### config.mk
export PLATFORM = sky130hd
export DESIGN_NAME = scale_engine
export DESIGN_NICKNAME = d
export VERILOG_FILES = /design/src/common/acc_cfg_pkg.sv /design/src/hdl/scale_engine.sv
export SDC_FILE = /design/constraint.sdc
export NUM_CORES = 1
export LEC_CHECK = 0
export ABC_AREA = 1
export BUFFER_PORTS_ARGS = -buffer_cell sky130_fd_sc_hd__buf_4
export CAP_MARGIN = 20
export CELL_PAD_IN_SITES_DETAIL_PLACEMENT = 1
export CELL_PAD_IN_SITES_GLOBAL_PLACEMENT = 1
export CORE_MARGIN = 2
export CORE_UTILIZATION = 45
export CTS_BUF_LIST = sky130_fd_sc_hd__clkbuf_16
export DETAILED_ROUTE_END_ITERATION = 8
export HOLD_SLACK_MARGIN = 0.05
export PLACE_DENSITY_LB_ADDON = 0.1
export RECOVER_POWER = 25
export SKIP_CTS_REPAIR_TIMING = 1
export SYNTH_ARGS = -nofsm -noshare
export SYNTH_HDL_FRONTEND = slang
export SYNTH_SLANG_ARGS = --single-unit
### constraint.sdc
create_clock -name clk -period 10.1 [get_ports clk]
set_input_delay 1.01 -clock clk [delete_from_list [all_inputs] [get_ports clk]]
set_output_delay 1.01 -clock clk [all_outputs]
set_load 0.02 [all_outputs]
### src/common/acc_cfg_pkg.sv
`default_nettype none

package acc_cfg_pkg;

  // Data path
  localparam int DATA_W = 32;  // Buffer word and APB data
  localparam int COEF_W = 16;  // Unsigned coefficient

  // Output buffer geometry
  localparam int BUF_DEPTH = 256;
  localparam int BUF_AW    = 8;

  // Word count needs one bit more than the index to hold BUF_DEPTH itself
  localparam int CNT_W = BUF_AW + 1;

  // APB byte address
  localparam int APB_AW = 13;

endpackage

`default_nettype wire

### src/hdl/scale_engine.sv
`timescale 1ns/10ps
`default_nettype none

module scale_engine
  import acc_cfg_pkg::*;
(
  input  wire logic              clk,
  input  wire logic              rst,
  input  wire logic              start_i,
  input  wire logic [CNT_W-1:0]  count_i,
  input  wire logic [COEF_W-1:0] coef_i,
  input  wire logic [DATA_W-1:0] offset_i,
  output logic                   eng_cs_o,
  output logic                   eng_we_o,
  output logic      [BUF_AW-1:0] eng_idx_o,
  output logic      [DATA_W-1:0] eng_wdata_o,
  input  wire logic [DATA_W-1:0] eng_rdata_i,
  output logic                   finish_o
);

  typedef enum logic [1:0] {
    ENG_IDLE = 2'd0,
    ENG_RD   = 2'd1,
    ENG_CAP  = 2'd2,
    ENG_WR   = 2'd3
  } eng_state_t;

  eng_state_t state_q;

  logic [BUF_AW-1:0] idx_q;
  logic              finish_q;
  logic              last;

  logic [CNT_W-1:0]  count_q;
  logic [COEF_W-1:0] coef_q;
  logic [DATA_W-1:0] offset_q;
  logic [DATA_W-1:0] word_q;

  assign last = (CNT_W'(idx_q) + 1'b1) == count_q;

  always_ff @(posedge clk or posedge rst) begin
    if (rst) begin
      state_q  <= ENG_IDLE;
      idx_q    <= '0;
      finish_q <= 1'b0;
    end else begin
      finish_q <= 1'b0;
      case (state_q)
        ENG_IDLE: begin
          if (start_i) begin
            idx_q <= '0;
            if (count_i == '0) begin
              finish_q <= 1'b1;  // Nothing to do
            end else begin
              state_q <= ENG_RD;
            end
          end
        end
        ENG_RD:  state_q <= ENG_CAP;
        ENG_CAP: state_q <= ENG_WR;
        ENG_WR: begin
          if (last) begin
            state_q  <= ENG_IDLE;
            finish_q <= 1'b1;
          end else begin
            idx_q   <= idx_q + 1'b1;
            state_q <= ENG_RD;
          end
        end
        default: state_q <= ENG_IDLE;
      endcase
    end
  end

  // Config latched at start, word captured in the middle phase
  always_ff @(posedge clk) begin
    if (state_q == ENG_IDLE && start_i) begin
      count_q  <= count_i;
      coef_q   <= coef_i;
      offset_q <= offset_i;
    end
    if (state_q == ENG_CAP) begin
      word_q <= eng_rdata_i;
    end
  end

  assign eng_cs_o    = (state_q == ENG_RD) || (state_q == ENG_WR);
  assign eng_we_o    = (state_q == ENG_WR);
  assign eng_idx_o   = idx_q;
  assign eng_wdata_o = word_q * DATA_W'(coef_q) + offset_q;  // Lower 32 bits kept
  assign finish_o    = finish_q;

endmodule

`default_nettype wire

==> impl_results.rst <==
.. list-table::
   :header-rows: 1

   * - Metric
     - Value
   * - Clock-pin slew on the worst setup and hold paths
     - around 0.070 ns
   * - Summed area of non-filler cells in the final layout
     - 0.01859 mm^2
   * - H-tree levels
     - 3
   * - CTS tree
     - done
   * - 1st-iter DRT viols
     - around 680
   * - # nets final
     - 2632
   * - Number of antenna violations at the first check in global routing
     - 2
   * - Boundary pin count
     - 135
   * - Crit-path slowest cell
     - edfxtp_1
   * - Met1 Track Usage GR
     - 0.3612
   * - Areal power density over the cells
     - 47.03 mW/mm^2
   * - Final WL
     - 51.28 mm
   * - Global-route wire length before repair
     - 82.03 mm
   * - Standard cell area after detailed placement
     - 0.01828 mm^2
   * - Mean instance size in the synthesized netlist
     - 8.215 um^2
   * - Crit end category
     - primary output
   * - Placeable core region
     - about 0.037 mm^2
   * - Share of flip-flops with an asynchronous set or reset
     - 0.1100
   * - Synth Flop Type
     - edfxtp_1
   * - Family with the most delay on the worst path
     - adder cells
   * - Clock Root Buffer
     - clkbuf_16
   * - Most numerous cell on the critical path
     - fa_1
   * - Flops & latches, synth
     - 100
   * - Post-Syn Area
     - 0.01692 mm^2
   * - Die Height
     - 197.9 um
   * - Maximum number of pins on one net before global-route repair
     - 33
   * - Initial core utilization
     - 0.4536
   * - Headroom to the max-slew limit
     - 0.2501
   * - Slew at the pin with the worst max-slew slack
     - around 1.1 ns
   * - Clock latency at the later pin of the worst-skew pair
     - 0.40 ns
   * - Total routing usage reported by global routing
     - 0.2818
   * - Cell types occupying the most area after synthesis
     - fa_1, edfxtp_1, inv_1, nand2_1, ha_1
   * - Number of enable flip-flop cells after synthesis
     - 89
   * - DRC errors left
     - 0
   * - Number of hold-slack violations in the final timing report
     - 0
   * - Worst clock skew
     - between 0.015 and 0.02 ns
   * - Most frequent cell after synthesis
     - inv_1
   * - Number of cells on the worst reg-to-reg path
     - 7
   * - HPWL after detailed placement
     - 41.56 mm
   * - Clock buffers created by TritonCTS
     - 9
   * - Final GP Congestion
     - ~0.88
   * - Pins over their slew limit
     - 0
   * - Antenna-violating nets left
     - 0
   * - Max-cap check violation count
     - 0
   * - Synth Net Count
     - 2560
   * - Area grow syn2layout
     - 9.834%
   * - Number of vias after detailed routing
     - around 13000
   * - Count of port buffers added during placement
     - 134
   * - Unrepaired setup endpoints after global routing
     - no
   * - Category of the most critical setup path
     - reg2out
   * - Ordered cell list for the critical path
     - nand2_1 -> fa_1 -> inv_1 -> fa_1 -> fa_1 -> fa_1 -> fa_1 -> inv_1 -> fa_1 -> inv_1 -> ha_1 -> nand4_1 -> nor3_1 -> nand4_1 -> nand3_1 -> a21oi_1 -> xnor2_1 -> buf_4
   * - GRT busiest layer
     - met2
   * - Critical path data required time
     - approximately 9.1 ns
   * - Type of the most critical hold path
     - reg2reg
   * - Area share of the leading cell type in the synthesized netlist
     - 0.3951
   * - Cell accounting for the most synthesized area
     - fa_1
   * - Crit path DAT
     - 7.36 ns
   * - Maximum clock frequency
     - between 0.1 and 0.15 GHz
   * - Startpoint class of the critical path
     - flip-flop
   * - Min Tclk post-route
     - 8.370 ns
   * - Maximum VDD drop
     - between 0.1 and 0.15 mV
   * - Buffer depth of the longest clock path
     - 2
   * - Routed length per instance
     - 19.64 um
   * - Standard-cell row count
     - 71
   * - Most common library cells after synthesis
     - inv_1, nand2_1, fa_1
   * - Sink Count
     - 100
   * - Endpoint, Worst Hold
     - eng_idx_o[6]$_DFFE_PP0P_
   * - CP Buf/Inv Count
     - 4
   * - Part of the cycle the worst path needs
     - 0.8287
   * - Synthesized instance count
     - 2060
   * - Antenna diode count
     - 0
   * - Status
     - finished clean
   * - Met2 routing resource usage after global routing
     - 0.4834
   * - Routed vias/inst
     - 5.026
   * - Floorplan die area
     - slightly below 0.04 mm^2
   * - Die boundary width
     - 197.9 um
   * - Fill cell total of the finished layout
     - 4530
   * - Critical hold path startpoint
     - eng_idx_o[6]$_DFFE_PP0P_
   * - Yosys Warn Count
     - 0
   * - Met3 track demand over resource in global routing
     - 0.03815
   * - Sequential area share after synthesis
     - 0.1742
   * - Path length in cells of the critical path
     - 18
   * - Hold depth
     - 2
   * - Finish-stage setup viols
     - 0
   * - Count of cell types in the netlist
     - 42
   * - Number of iterations in the first detailed-routing pass
     - 4
   * - Critical R2R Launch
     - state_q[0]$_DFFE_PP0P_
   * - Worst-path maximum fanout
     - 23
   * - R2r setup slk
     - 7.64 ns
   * - Via count of the first global-routing pass
     - 15010
   * - Fraction of layout cells with a size suffix above 1
     - 0.08563
   * - Slowest stage delay, CP
     - 1.10 ns
   * - Aggregate global routing overflow
     - 0
   * - Leakage power
     - roughly 11 nW
   * - Sum Neg Setup Slack
     - 0 ns
   * - Reg-to-reg critical path endpoint
     - finish_o$_DFF_PP0_
## cells in the final DEF, fill, tap and decap left out, types with 2 or more instances in the layout
cell / n
fa_1: 334
xor2_1: 20
xnor2_1: 10
o21ai_0: 21
clkbuf_4: 59
or2_2: 3
nor3_1: 6
ha_1: 74
nand3_2: 3
nand3b_1: 7
inv_1: 653
o211ai_1: 2
nand2_1: 558
a21o_1: 2
dfrtp_1: 11
nand3_1: 47
o21ai_2: 3
clkinv_1: 4
buf_4: 86
nand4_1: 20
nand2_2: 6
a21boi_0: 2
a21oi_1: 38
nor2_2: 2
nor2_1: 47
clkbuf_16: 9
edfxtp_1: 89
## flip-flops by register name, summed over array words and instances, names as in the netlist
signal	cells
finish_o	1
state_q	2
offset_q	32
count_q	9
word_q	32
eng_idx_o	8
coef_q	16
## tightest hold or removal path, cell delays in order, from the launching register on
cell and delay [ns]:
dfrtp_1 0.43, nand2_1 0.07, nand2_1 0.05
## layer usage
| metal | routed length [um] | part of all wire |
|---|---|---|
| met5 | 16 | 0.00031 |
| met3 | 2223 | 0.043 |
| met1 | 22000 | 0.43 |
| met4 | 1979 | 0.039 |
| met2 | 25060 | 0.49 |
## report_power, final
group          switching [mW]  internal, mW  total (mW)
Combinational         0.00829        0.0208      0.0291
Clock                   0.198         0.197       0.395
Sequential                  0         0.450       0.450
Total                   0.207         0.668       0.874
## per-stage QoR
step	worst slack (ns)	utilization	instances	hold WS (ns)	total power, mW
2_1_floorplan	3.541	-	2060	0.5661	0.4602
3_3_place_gp	2.162	0.4899	2595	0.5522	0.4892
3_5_place_dp	2.207	0.4899	2595	0.5636	0.4898
4_1_cts	1.767	0.4983	2611	0.5824	0.8849
5_1_grt	1.439	0.4982	2611	0.6092	0.8970
6_report	1.730	0.4982	2611	0.5822	0.8741
## cell families after synthesis
group | synth area share
flops | 0.1742
simple gates | 0.1708
fa+ha+maj | 0.4498
xor+xnor | 0.01553
buf+inv | 0.1654
compound gates | 0.02425
## final cells by class
class                           instances  area (um^2)  share of cell area
Clock buffer                            9        225.2             0.01212
Clock inverter                          7        86.33            0.004645
Inverter                              657         2466              0.1327
Multi-Input combinational cell       1218        11180              0.6013
Sequential cell                       100         2948              0.1586
Tap cell                              474        593.1             0.03191
Timing Repair Buffer                  146         1092             0.05877
## worst max path at each step
stage | end | start | slack, ns
2_1_floorplan | eng_wdata_o[23] | coef_q[2]$_DFFE_PP_ | 3.54
3_3_place_gp | eng_wdata_o[24] | coef_q[7]$_DFFE_PP_ | 2.16
3_5_place_dp | eng_wdata_o[25] | coef_q[1]$_DFFE_PP_ | 2.21
4_1_cts | eng_wdata_o[25] | coef_q[1]$_DFFE_PP_ | 1.77
5_1_grt | eng_wdata_o[31] | coef_q[1]$_DFFE_PP_ | 1.44
6_report | eng_wdata_o[25] | coef_q[10]$_DFFE_PP_ | 1.73
(Power assumes the default switching activity.)
