--- config.mk ---
export PLATFORM = sky130hd
export DESIGN_NAME = apb_acc_regs
export DESIGN_NICKNAME = d
export VERILOG_FILES = /design/src/common/acc_cfg_pkg.sv /design/src/common/acc_ctrl_pkg.sv /design/src/hdl/apb_acc_regs.sv
export SDC_FILE = /design/constraint.sdc
export NUM_CORES = 1
export LEC_CHECK = 0
export ABC_AREA = 1
export BUFFER_PORTS_ARGS = -buffer_cell sky130_fd_sc_hd__buf_4
export CORE_UTILIZATION = 40
export CTS_CLUSTER_DIAMETER = 80
export DETAILED_ROUTE_END_ITERATION = 12
export PLACE_DENSITY = 0.9
export RECOVER_POWER = 50
export SETUP_SLACK_MARGIN = 0.4
export SYNTH_ARGS = -nofsm -noshare
export SYNTH_HDL_FRONTEND = slang
export SYNTH_SLANG_ARGS = --single-unit
--- constraint.sdc ---
create_clock -name clk -period 1.5 [get_ports clk]
set_input_delay 0.15 -clock clk [delete_from_list [all_inputs] [get_ports clk]]
set_output_delay 0.15 -clock clk [all_outputs]
set_load 0.1 [all_outputs]
--- src/common/acc_cfg_pkg.sv ---
`default_nettype none

package acc_cfg_pkg;

  // Data path
  localparam int DATA_W = 32;  // Buffer word and APB data
  localparam int COEF_W = 16;  // Unsigned coefficient

  // Output buffer geometry
  localparam int BUF_DEPTH = 256;
  localparam int BUF_AW    = 8;

  // Word count needs one bit more than the index to hold BUF_DEPTH itself
  localparam int CNT_W = BUF_AW + 1;

  // APB byte address
  localparam int APB_AW = 13;

endpackage

`default_nettype wire

--- src/common/acc_ctrl_pkg.sv ---
`default_nettype none

package acc_ctrl_pkg;

  import acc_cfg_pkg::*;

  // Register byte offsets
  localparam logic [APB_AW-1:0] REG_CTRL   = 13'h000;  // Start, write one
  localparam logic [APB_AW-1:0] REG_STATUS = 13'h004;  // Busy and done, read only
  localparam logic [APB_AW-1:0] REG_COUNT  = 13'h008;
  localparam logic [APB_AW-1:0] REG_COEF   = 13'h00C;
  localparam logic [APB_AW-1:0] REG_OFFSET = 13'h010;

  // Bit positions
  localparam int CTRL_START_BIT = 0;
  localparam int STAT_BUSY_BIT  = 0;
  localparam int STAT_DONE_BIT  = 1;

  // Buffer window, one word per 4 bytes
  localparam logic [APB_AW-1:0] BUF_BASE = 13'h1000;
  localparam logic [APB_AW-1:0] BUF_END  = BUF_BASE + APB_AW'(4 * BUF_DEPTH);

  // Who holds the single-port buffer
  typedef enum logic [1:0] {
    OWN_IDLE    = 2'd0,
    OWN_ENGINE  = 2'd1,
    OWN_HOST_RD = 2'd2,
    OWN_HOST_WR = 2'd3
  } buf_owner_t;

endpackage

`default_nettype wire

--- src/hdl/apb_acc_regs.sv ---
`timescale 1ns/10ps
`default_nettype none

module apb_acc_regs
  import acc_cfg_pkg::*;
  import acc_ctrl_pkg::*;
(
  input  wire logic              clk,
  input  wire logic              rst,
  // APB
  input  wire logic              psel_i,
  input  wire logic              penable_i,
  input  wire logic              pwrite_i,
  input  wire logic [APB_AW-1:0] paddr_i,
  input  wire logic [DATA_W-1:0] pwdata_i,
  output logic      [DATA_W-1:0] prdata_o,
  output logic                   pready_o,
  output logic                   pslverr_o,
  // Engine control
  output logic                   start_o,
  output logic      [CNT_W-1:0]  cfg_count_o,
  output logic      [COEF_W-1:0] cfg_coef_o,
  output logic      [DATA_W-1:0] cfg_offset_o,
  input  wire logic              finish_i,
  // Host buffer port
  output logic                   host_req_o,
  output logic                   host_we_o,
  output logic      [BUF_AW-1:0] host_idx_o,
  output logic      [DATA_W-1:0] host_wdata_o,
  input  wire logic              host_ack_i,
  input  wire logic [DATA_W-1:0] host_rdata_i
);

  logic       access;
  logic       is_buf;
  logic       is_reg;
  logic       reg_wr;
  buf_owner_t host_kind;  // Kind of buffer access in flight

  logic              start_q;
  logic              busy_q;
  logic              done_q;
  logic [CNT_W-1:0]  count_q;
  logic [COEF_W-1:0] coef_q;
  logic [DATA_W-1:0] offset_q;

  assign access = psel_i && penable_i;
  assign is_buf = (paddr_i >= BUF_BASE) && (paddr_i < BUF_END);

  always_comb begin
    case (paddr_i)
      REG_CTRL, REG_STATUS, REG_COUNT, REG_COEF, REG_OFFSET: is_reg = 1'b1;
      default: is_reg = 1'b0;
    endcase
  end

  always_comb begin
    host_kind = OWN_IDLE;
    if (access && is_buf) begin
      host_kind = pwrite_i ? OWN_HOST_WR : OWN_HOST_RD;
    end
  end

  assign host_req_o   = (host_kind != OWN_IDLE);
  assign host_we_o    = (host_kind == OWN_HOST_WR);
  assign host_idx_o   = paddr_i[BUF_AW+1:2];  // Word index
  assign host_wdata_o = pwdata_i;

  // Buffer accesses wait for the wrapper, everything else is zero wait
  assign pready_o  = access && (is_buf ? host_ack_i : 1'b1);
  assign pslverr_o = access && !is_buf && !is_reg;
  assign reg_wr    = access && pwrite_i && is_reg;

  always_ff @(posedge clk or posedge rst) begin
    if (rst) begin
      start_q  <= 1'b0;
      busy_q   <= 1'b0;
      done_q   <= 1'b0;
      count_q  <= '0;
      coef_q   <= '0;
      offset_q <= '0;
    end else begin
      start_q <= 1'b0;
      if (reg_wr) begin
        case (paddr_i)
          REG_CTRL: begin
            if (pwdata_i[CTRL_START_BIT] && !busy_q) begin  // Ignored while busy
              start_q <= 1'b1;
              busy_q  <= 1'b1;
              done_q  <= 1'b0;
            end
          end
          REG_COUNT: begin
            // Clamp to the buffer size
            count_q <= (pwdata_i[CNT_W-1:0] > BUF_DEPTH) ? CNT_W'(BUF_DEPTH)
                                                          : pwdata_i[CNT_W-1:0];
          end
          REG_COEF:   coef_q   <= pwdata_i[COEF_W-1:0];
          REG_OFFSET: offset_q <= pwdata_i;
          default: ;
        endcase
      end
      if (finish_i) begin
        busy_q <= 1'b0;
        done_q <= 1'b1;
      end
    end
  end

  always_comb begin
    prdata_o = '0;
    if (is_buf) begin
      prdata_o = host_rdata_i;
    end else begin
      case (paddr_i)
        REG_STATUS: begin
          prdata_o[STAT_BUSY_BIT] = busy_q;
          prdata_o[STAT_DONE_BIT] = done_q;
        end
        REG_COUNT:  prdata_o = DATA_W'(count_q);
        REG_COEF:   prdata_o = DATA_W'(coef_q);
        REG_OFFSET: prdata_o = offset_q;
        default: ;  // CTRL reads back 0
      endcase
    end
  end

  assign start_o      = start_q;
  assign cfg_count_o  = count_q;
  assign cfg_coef_o   = coef_q;
  assign cfg_offset_o = offset_q;

endmodule

`default_nettype wire

==> impl_metrics.toml, run 1 <==
[sta]
max_slew_margin = 0.427
fin_hold_ws_ns = 0.0912
finalHoldViolations = 0
skew_ns = 0.000860
period_needed_ns = 1.63
fin_crit_sh = 1.09
final.setup.worst_slack_ns = -0.133
drv_slew = 0
tns_ns = -2.47
max_slew.worst_pin.slew_ns = 0.860
setup_viol = 49
fmax_ghz = 0.612
grt_setup_unrepaired = "true"

[layout]
nets = 810
num_antenna_cells = 0
fin_util = 0.884
synthToLayoutAreaGrowth_pct = 112
drive_above_1_share = 0.624
fin_area_sq_um = 7740

[power_and_ir_drop]
switchingPower_mw = 1.58
cellLeakagePower_nw = 3.86
pwr-share-clk = 0.332
power-per-cell-area_nw_per_um2 = 555
p_seq_frac = 0.376
vdd_drop_max_uv = 444
p_sw_frac = 0.367
comb_power_share = 0.292
p_int_mw = 2.72

[floorplanning]
die_y_um = 97.5
std_cell_rows = 34
die_width_um = 97.5
core_area_sq_um = 8760
io-pin-count = 218
dieArea_sq_um = 9510
start_util = 0.416

[route]
detail-route-antenna-nets = 0
dr.pass1.iters = 6
dr.first_iter.drc_count = 384
wl_um = 19400
num_vias = 4956
drc_errors = 0
wire_per_inst_um = 23.1
avgViaCountPerCell = 5.91

[critical_path]
worst_setup_path_end_kind = "primary output"
required_ns = 1.35
startpoint_type = "input pin"
r2r-end = "done_q$_DFFE_PP0P_"
crit_start = "paddr_i[1]"
reg2reg_depth = 4
cp_cell_sequence = "buf_4 > nor2_4 > buf_6 > nand2_2 > nor2_4 > nand2_4 > inv_4 > buf_12 > nand2_1 > nand4_1 > buf_12"
r2r_setup_slack_ns = 0.44
cp_slowest_stage_delay_ns = 0.21
slowest_stage = "buf_12"
cp.arrival_ns = 1.48
crit_type = "input pin to primary output"
crit_fanout = 10
endpoint = "prdata_o[5]"
timing.rr.start = "busy_q$_DFFE_PP0P_"

[synth]
yosysWarnings = 0
syn_avg_cell_area_sq_um = 7.18
syn-instance-count = 508
synth_cell_types = 22
synth_fp_nets = 592
syn_area_sq_um = 3650
synth_seq_area_share = 0.412
synth-seq-cells = 60

[cts]
worstSkewPairLatency_ns = 0.33
clkTransAtPathRegs_ns = 0.07
clockBufferDepth = 2
cts_sinks = 60
cts_tree = "done"
cts_max_level = 3
cts-root-buf = "clkbuf_8"
cts_buffers = 9

[run_status]
outcome = "finished, violations left"
failed_checks = "negative setup slack"

[global_route]
grt_pass1_wl_um = 26700
gr-total-overflow = 0
grt_max_degree = 61
grt_usage = 0.360
antenna_found_initial = 0
grt_pass1_vias = 4931

[placement]
io_buffer_count = 217
routabilityCongestion = 0.874
place_area_sq_um = 5830
hpwl_um = 9670

[min_path]
hp-class = "input pin to flip-flop"

[flow_run]
maxCapViolCount = 0
[Yosys cell counts]
library cell	number	area share
clkbuf_1	10	0.010
nor2_1	28	0.029
nand3_4	2	0.0096
nor3_1	2	0.0027
a21oi_1	1	0.0014
clkinv_1	1	0.0010
nand3_2	1	0.0027
buf_8	2	0.0082
nand3_1	9	0.012
nor2_4	1	0.0031
buf_2	18	0.025
inv_1	21	0.022
nor2_8	1	0.0055
o21ai_0	2	0.0027
buf_4	40	0.082
inv_2	3	0.0031
nand2_1	235	0.24
nand4_1	68	0.12
dfrtp_1	60	0.41
or2_4	1	0.0024
o21bai_1	1	0.0021
nand2_8	1	0.0055
[area by class of cell]
cell class | instances | area [sq um]
tap | 108 | 135
inverter | 25 | 120
clock inverter | 5 | 52.6
sequential | 60 | 1570
fill | 367 | 1020
multi-input combinational | 354 | 2400
clock buffer | 11 | 131
timing repair buffer | 276 | 3330
[flip-flops by register name, summed over array words and instances (netlist names)]
| register | flops |
|---|---|
| cfg_coef_o | 16 |
| start_o | 1 |
| busy_q | 1 |
| done_q | 1 |
| cfg_offset_o | 32 |
| cfg_count_o | 9 |
[layer usage]
metal | global-route usage | part of all wire
met1 | 0.404 | 0.33
met2 | 0.657 | 0.52
met3 | 0.0719 | 0.091
met4 | 0.156 | 0.057
met5 | 0 | 0
[how the worst min path moves through the flow]
stage	startpoint	endpoint	slack (ns)	cells after the start
5_1_grt	pwdata_i[10]	cfg_offset_o[10]$_DFFE_PP0P_	0.1	3
4_1_cts	pwdata_i[29]	cfg_offset_o[29]$_DFFE_PP0P_	0.07	3
6_report	pwdata_i[14]	cfg_coef_o[14]$_DFFE_PP0P_	0.09	3
3_5_place_dp	rst	start_o$_DFF_PP0_	0.27	3
2_1_floorplan	finish_i	busy_q$_DFFE_PP0P_	0.21	1
3_3_place_gp	rst	cfg_offset_o[30]$_DFFE_PP0P_	0.26	3
[through the flow]
step                std cells  power [mW]  worst slack [ns]
CTS                       834        4.28           -0.0926
global placement          796        2.79            -0.176
global route              839        4.41            -0.180
detailed placement        796        2.81            -0.231
finish                    839        4.30            -0.133
floorplan                 508        2.50            -0.378
[critical path, delay by kind of cell]
family	cells	cell delay (ns)
simple gates	6	0.67
buf+inv	5	0.66
[power by group through the flow]
stage | sequential, mW | clock [mW] | combinational (mW)
floorplan | 1.65 | 0 | 0.851
global placement | 1.65 | 0 | 1.14
detailed placement | 1.65 | 0 | 1.16
CTS | 1.62 | 1.42 | 1.24
global route | 1.62 | 1.50 | 1.29
finish | 1.62 | 1.43 | 1.26
[layout by cell type, fill, tap and decap left out, types with 2 or more instances in the layout]
cell type	instances
nor2_1	14
buf_6	10
clkbuf_1	3
nor2_2	5
nor2_4	10
nand2_4	14
buf_12	96
dlygate4sd3_1	2
buf_8	4
clkbuf_2	41
nand2_1	160
buf_4	113
buf_2	3
nand3_1	2
nand2_8	26
inv_1	19
buf_16	3
dfrtp_1	3
nand4_1	68
nand2_2	36
dfrtp_2	57
nand3_4	10
clkinv_2	3
clkinvlp_4	2
clkbuf_8	9
inv_2	2
[timing repair]
action | CTS | global route
setup endpoints to repair | 151 | 150
pin swaps | 18 | 23
cloned | 5 | 1
endpoints found under the hold margin | 61 | 0
hold buffers | 2 | 0
resized for setup | 301 | 93
buffers inserted | 15 | 4
[cell families (layout without fill, tap and decap cells)]
| family | count (synthesis) | count (layout) | synth area share |
|---|---|---|---|
| AND/OR/NAND/NOR | 349 | 350 | 0.431 |
| buffers and inverters | 95 | 317 | 0.151 |
| AO/OA/AOI/OAI | 4 | 4 | 0.00617 |
| flip-flops | 60 | 60 | 0.412 |
Note: power is estimated with default switching activity, not from simulation.
==> run 2: changes to the inputs <==
==> constraint.sdc (replaced) <==
create_clock -name clk -period 1.5 [get_ports clk]
set_input_delay 0.225 -clock clk [delete_from_list [all_inputs] [get_ports clk]]
set_output_delay 0.225 -clock clk [all_outputs]
set_load 0.1 [all_outputs]
==> run 2 against run 1 <==
The run still ends with negative setup slack left. Worst hold slack got worse by 0.035 ns. Die area did not move. Clock power rose by 6%. Critical endpoint is now prdata_o[2]. Worst setup slack got worse by 0.34 ns. Highest routed layer unchanged. Register-to-register slack lost 0.09 ns. Clock skew up 0.011 ns. Sequential share of layout area decreased by 0.42 points. Non-clock buffer count up 5.
==> impl_metrics.toml, run 2 (synthesis results as in run 1) <==
[run_status]
outcome = "finished, violations left"
failed_checks = "negative setup slack"

[power_and_ir_drop]
power.total_mw = 4.42
cellLeakagePower_nw = 3.89
power-per-cell-area_nw_per_um2 = 558
vdd_drop_max_uv = 588

[route]
num_vias = 5190
dr.first_iter.drc_count = 482
avgViaCountPerCell = 6.14
drc_errors = 0
detail-route-antenna-nets = 0
wire_per_inst_um = 24.4
wl_um = 20600
dr.pass1.iters = 5

[min_path]
min_path_cells = 2
hp-class = "input pin to flip-flop"
hold_start = "finish_i"
hold_path_end = "busy_q$_DFFE_PP0P_"

[sta]
period_needed_ns = 1.97
grt_setup_unrepaired = "true"
max_slew_margin = 0.623
finalHoldViolations = 0
max_slew.worst_pin.slew_ns = 0.568
tns_ns = -20.85
fmax_ghz = 0.508
skew_ns = 0.0120
final.setup.worst_slack_ns = -0.469
setup_viol = 90
drv_slew = 0
fin_crit_sh = 1.31

[placement]
hpwl_um = 9410
io_buffer_count = 217
place_area_sq_um = 5800
routabilityCongestion = 0.833
post-place-ws_ns = -0.376

[floorplanning]
io-pin-count = 218
core_area_sq_um = 8760
dieArea_sq_um = 9510
start_util = 0.416
std_cell_rows = 34
die_width_um = 97.5
die_y_um = 97.5

[cts]
clockBufferDepth = 2
cts-root-buf = "clkbuf_8"
cts_sinks = 60
cts_max_level = 3
worstSkewPairLatency_ns = 0.34
cts_buffers = 9
cts_tree = "done"
clkTransAtPathRegs_ns = 0.06

[critical_path]
startpoint_type = "input pin"
worst_setup_path_end_kind = "primary output"
crit_top_cell = "buf_12"
cp_cell_sequence = "buf_4 > nor2_1 > nand2_2 > nor2_4 > nand2_4 > inv_6 > buf_6 > buf_12 > nand2_1 > nand4_1 > buf_12"
timing.rr.start = "busy_q$_DFFE_PP0P_"
cp.arrival_ns = 1.74
r2r_setup_slack_ns = 0.35
crit_fanout = 7
cp_slowest_stage_delay_ns = 0.21
required_ns = 1.27
r2r-end = "done_q$_DFFE_PP0P_"
slowest_stage = "nor2_1"
crit_start = "paddr_i[5]"
crit_type = "input pin to primary output"
reg2reg_depth = 4

[flow_run]
maxCapViolCount = 0

[global_route]
antenna_found_initial = 0
grt_usage = 0.329
grt_pass1_wl_um = 24300
gr-total-overflow = 0
grt_max_degree = 61
grt_pass1_vias = 4810

[layout]
fin_area_sq_um = 7910
num_antenna_cells = 0
layout_common_cells = "168 x nand2_1, 140 x buf_4, 80 x buf_12"
drive_above_1_share = 0.619
largest_reg_flops = 32
synthToLayoutAreaGrowth_pct = 117
final_common_cell = "nand2_1"
nets = 816
==> run 2: critical path: cells and delay by family <==
kind,cells,cell delay [ns]
buffers and inverters,5,0.63
and+or+nand+nor,6,0.88
==> run 2: how the worst max path moves through the flow <==
stage	end	slack (ns)	cells after the start
floorplan	prdata_o[5]	-0.52	8
global placement	prdata_o[15]	-0.32	9
detailed placement	prdata_o[20]	-0.38	10
CTS	prdata_o[7]	-0.24	10
global route	prdata_o[7]	-0.52	11
finish	prdata_o[2]	-0.47	11
==> run 2: repair_timing <==
action                                  in CTS  in global routing
endpoints found under the setup margin     151                153
hold endpoints to repair                    60                  0
hold buffers                                 1                  0
buffers inserted                            16                  8
pin swaps                                   19                 25
cloned                                       6                  2
gates resized for setup                    217                173
==> run 2: routing by layer <==
metal	GRT usage	wire length (um)	vias up
met1	0.351	6600	2427
met5	0	0	-
met4	0.174	1700	0
met2	0.593	10100	537
li1	-	-	2064
met3	0.0842	2240	162
==> run 2: where the power goes <==
group	total [mW]	internal, mW	leakage (nW)	switching, mW
Clock	1.51	0.813	0.100	0.700
Combinational	1.29	0.369	3.06	0.921
Sequential	1.62	1.62	0.736	0.00000294
==> run 2: area by class of cell <==
cell class              instances  area [sq um]
repair buffers                281          3420
multi-input cells             355          2470
fillers                       327           850
inverters                      25           128
flip-flops and latches         60          1570
clock inverters                 4          48.8
well taps                     108           135
clock buffers                  12           145
==> run 2: stage by stage <==
step                      instances  utilization  hold slack (ns)
after floorplan                 508            -            0.288
after global placement          796        0.662            0.331
after detailed placement        796        0.662            0.341
after CTS                       835        0.811           0.0424
after global routing            845        0.903           0.0432
final                           845        0.903           0.0563
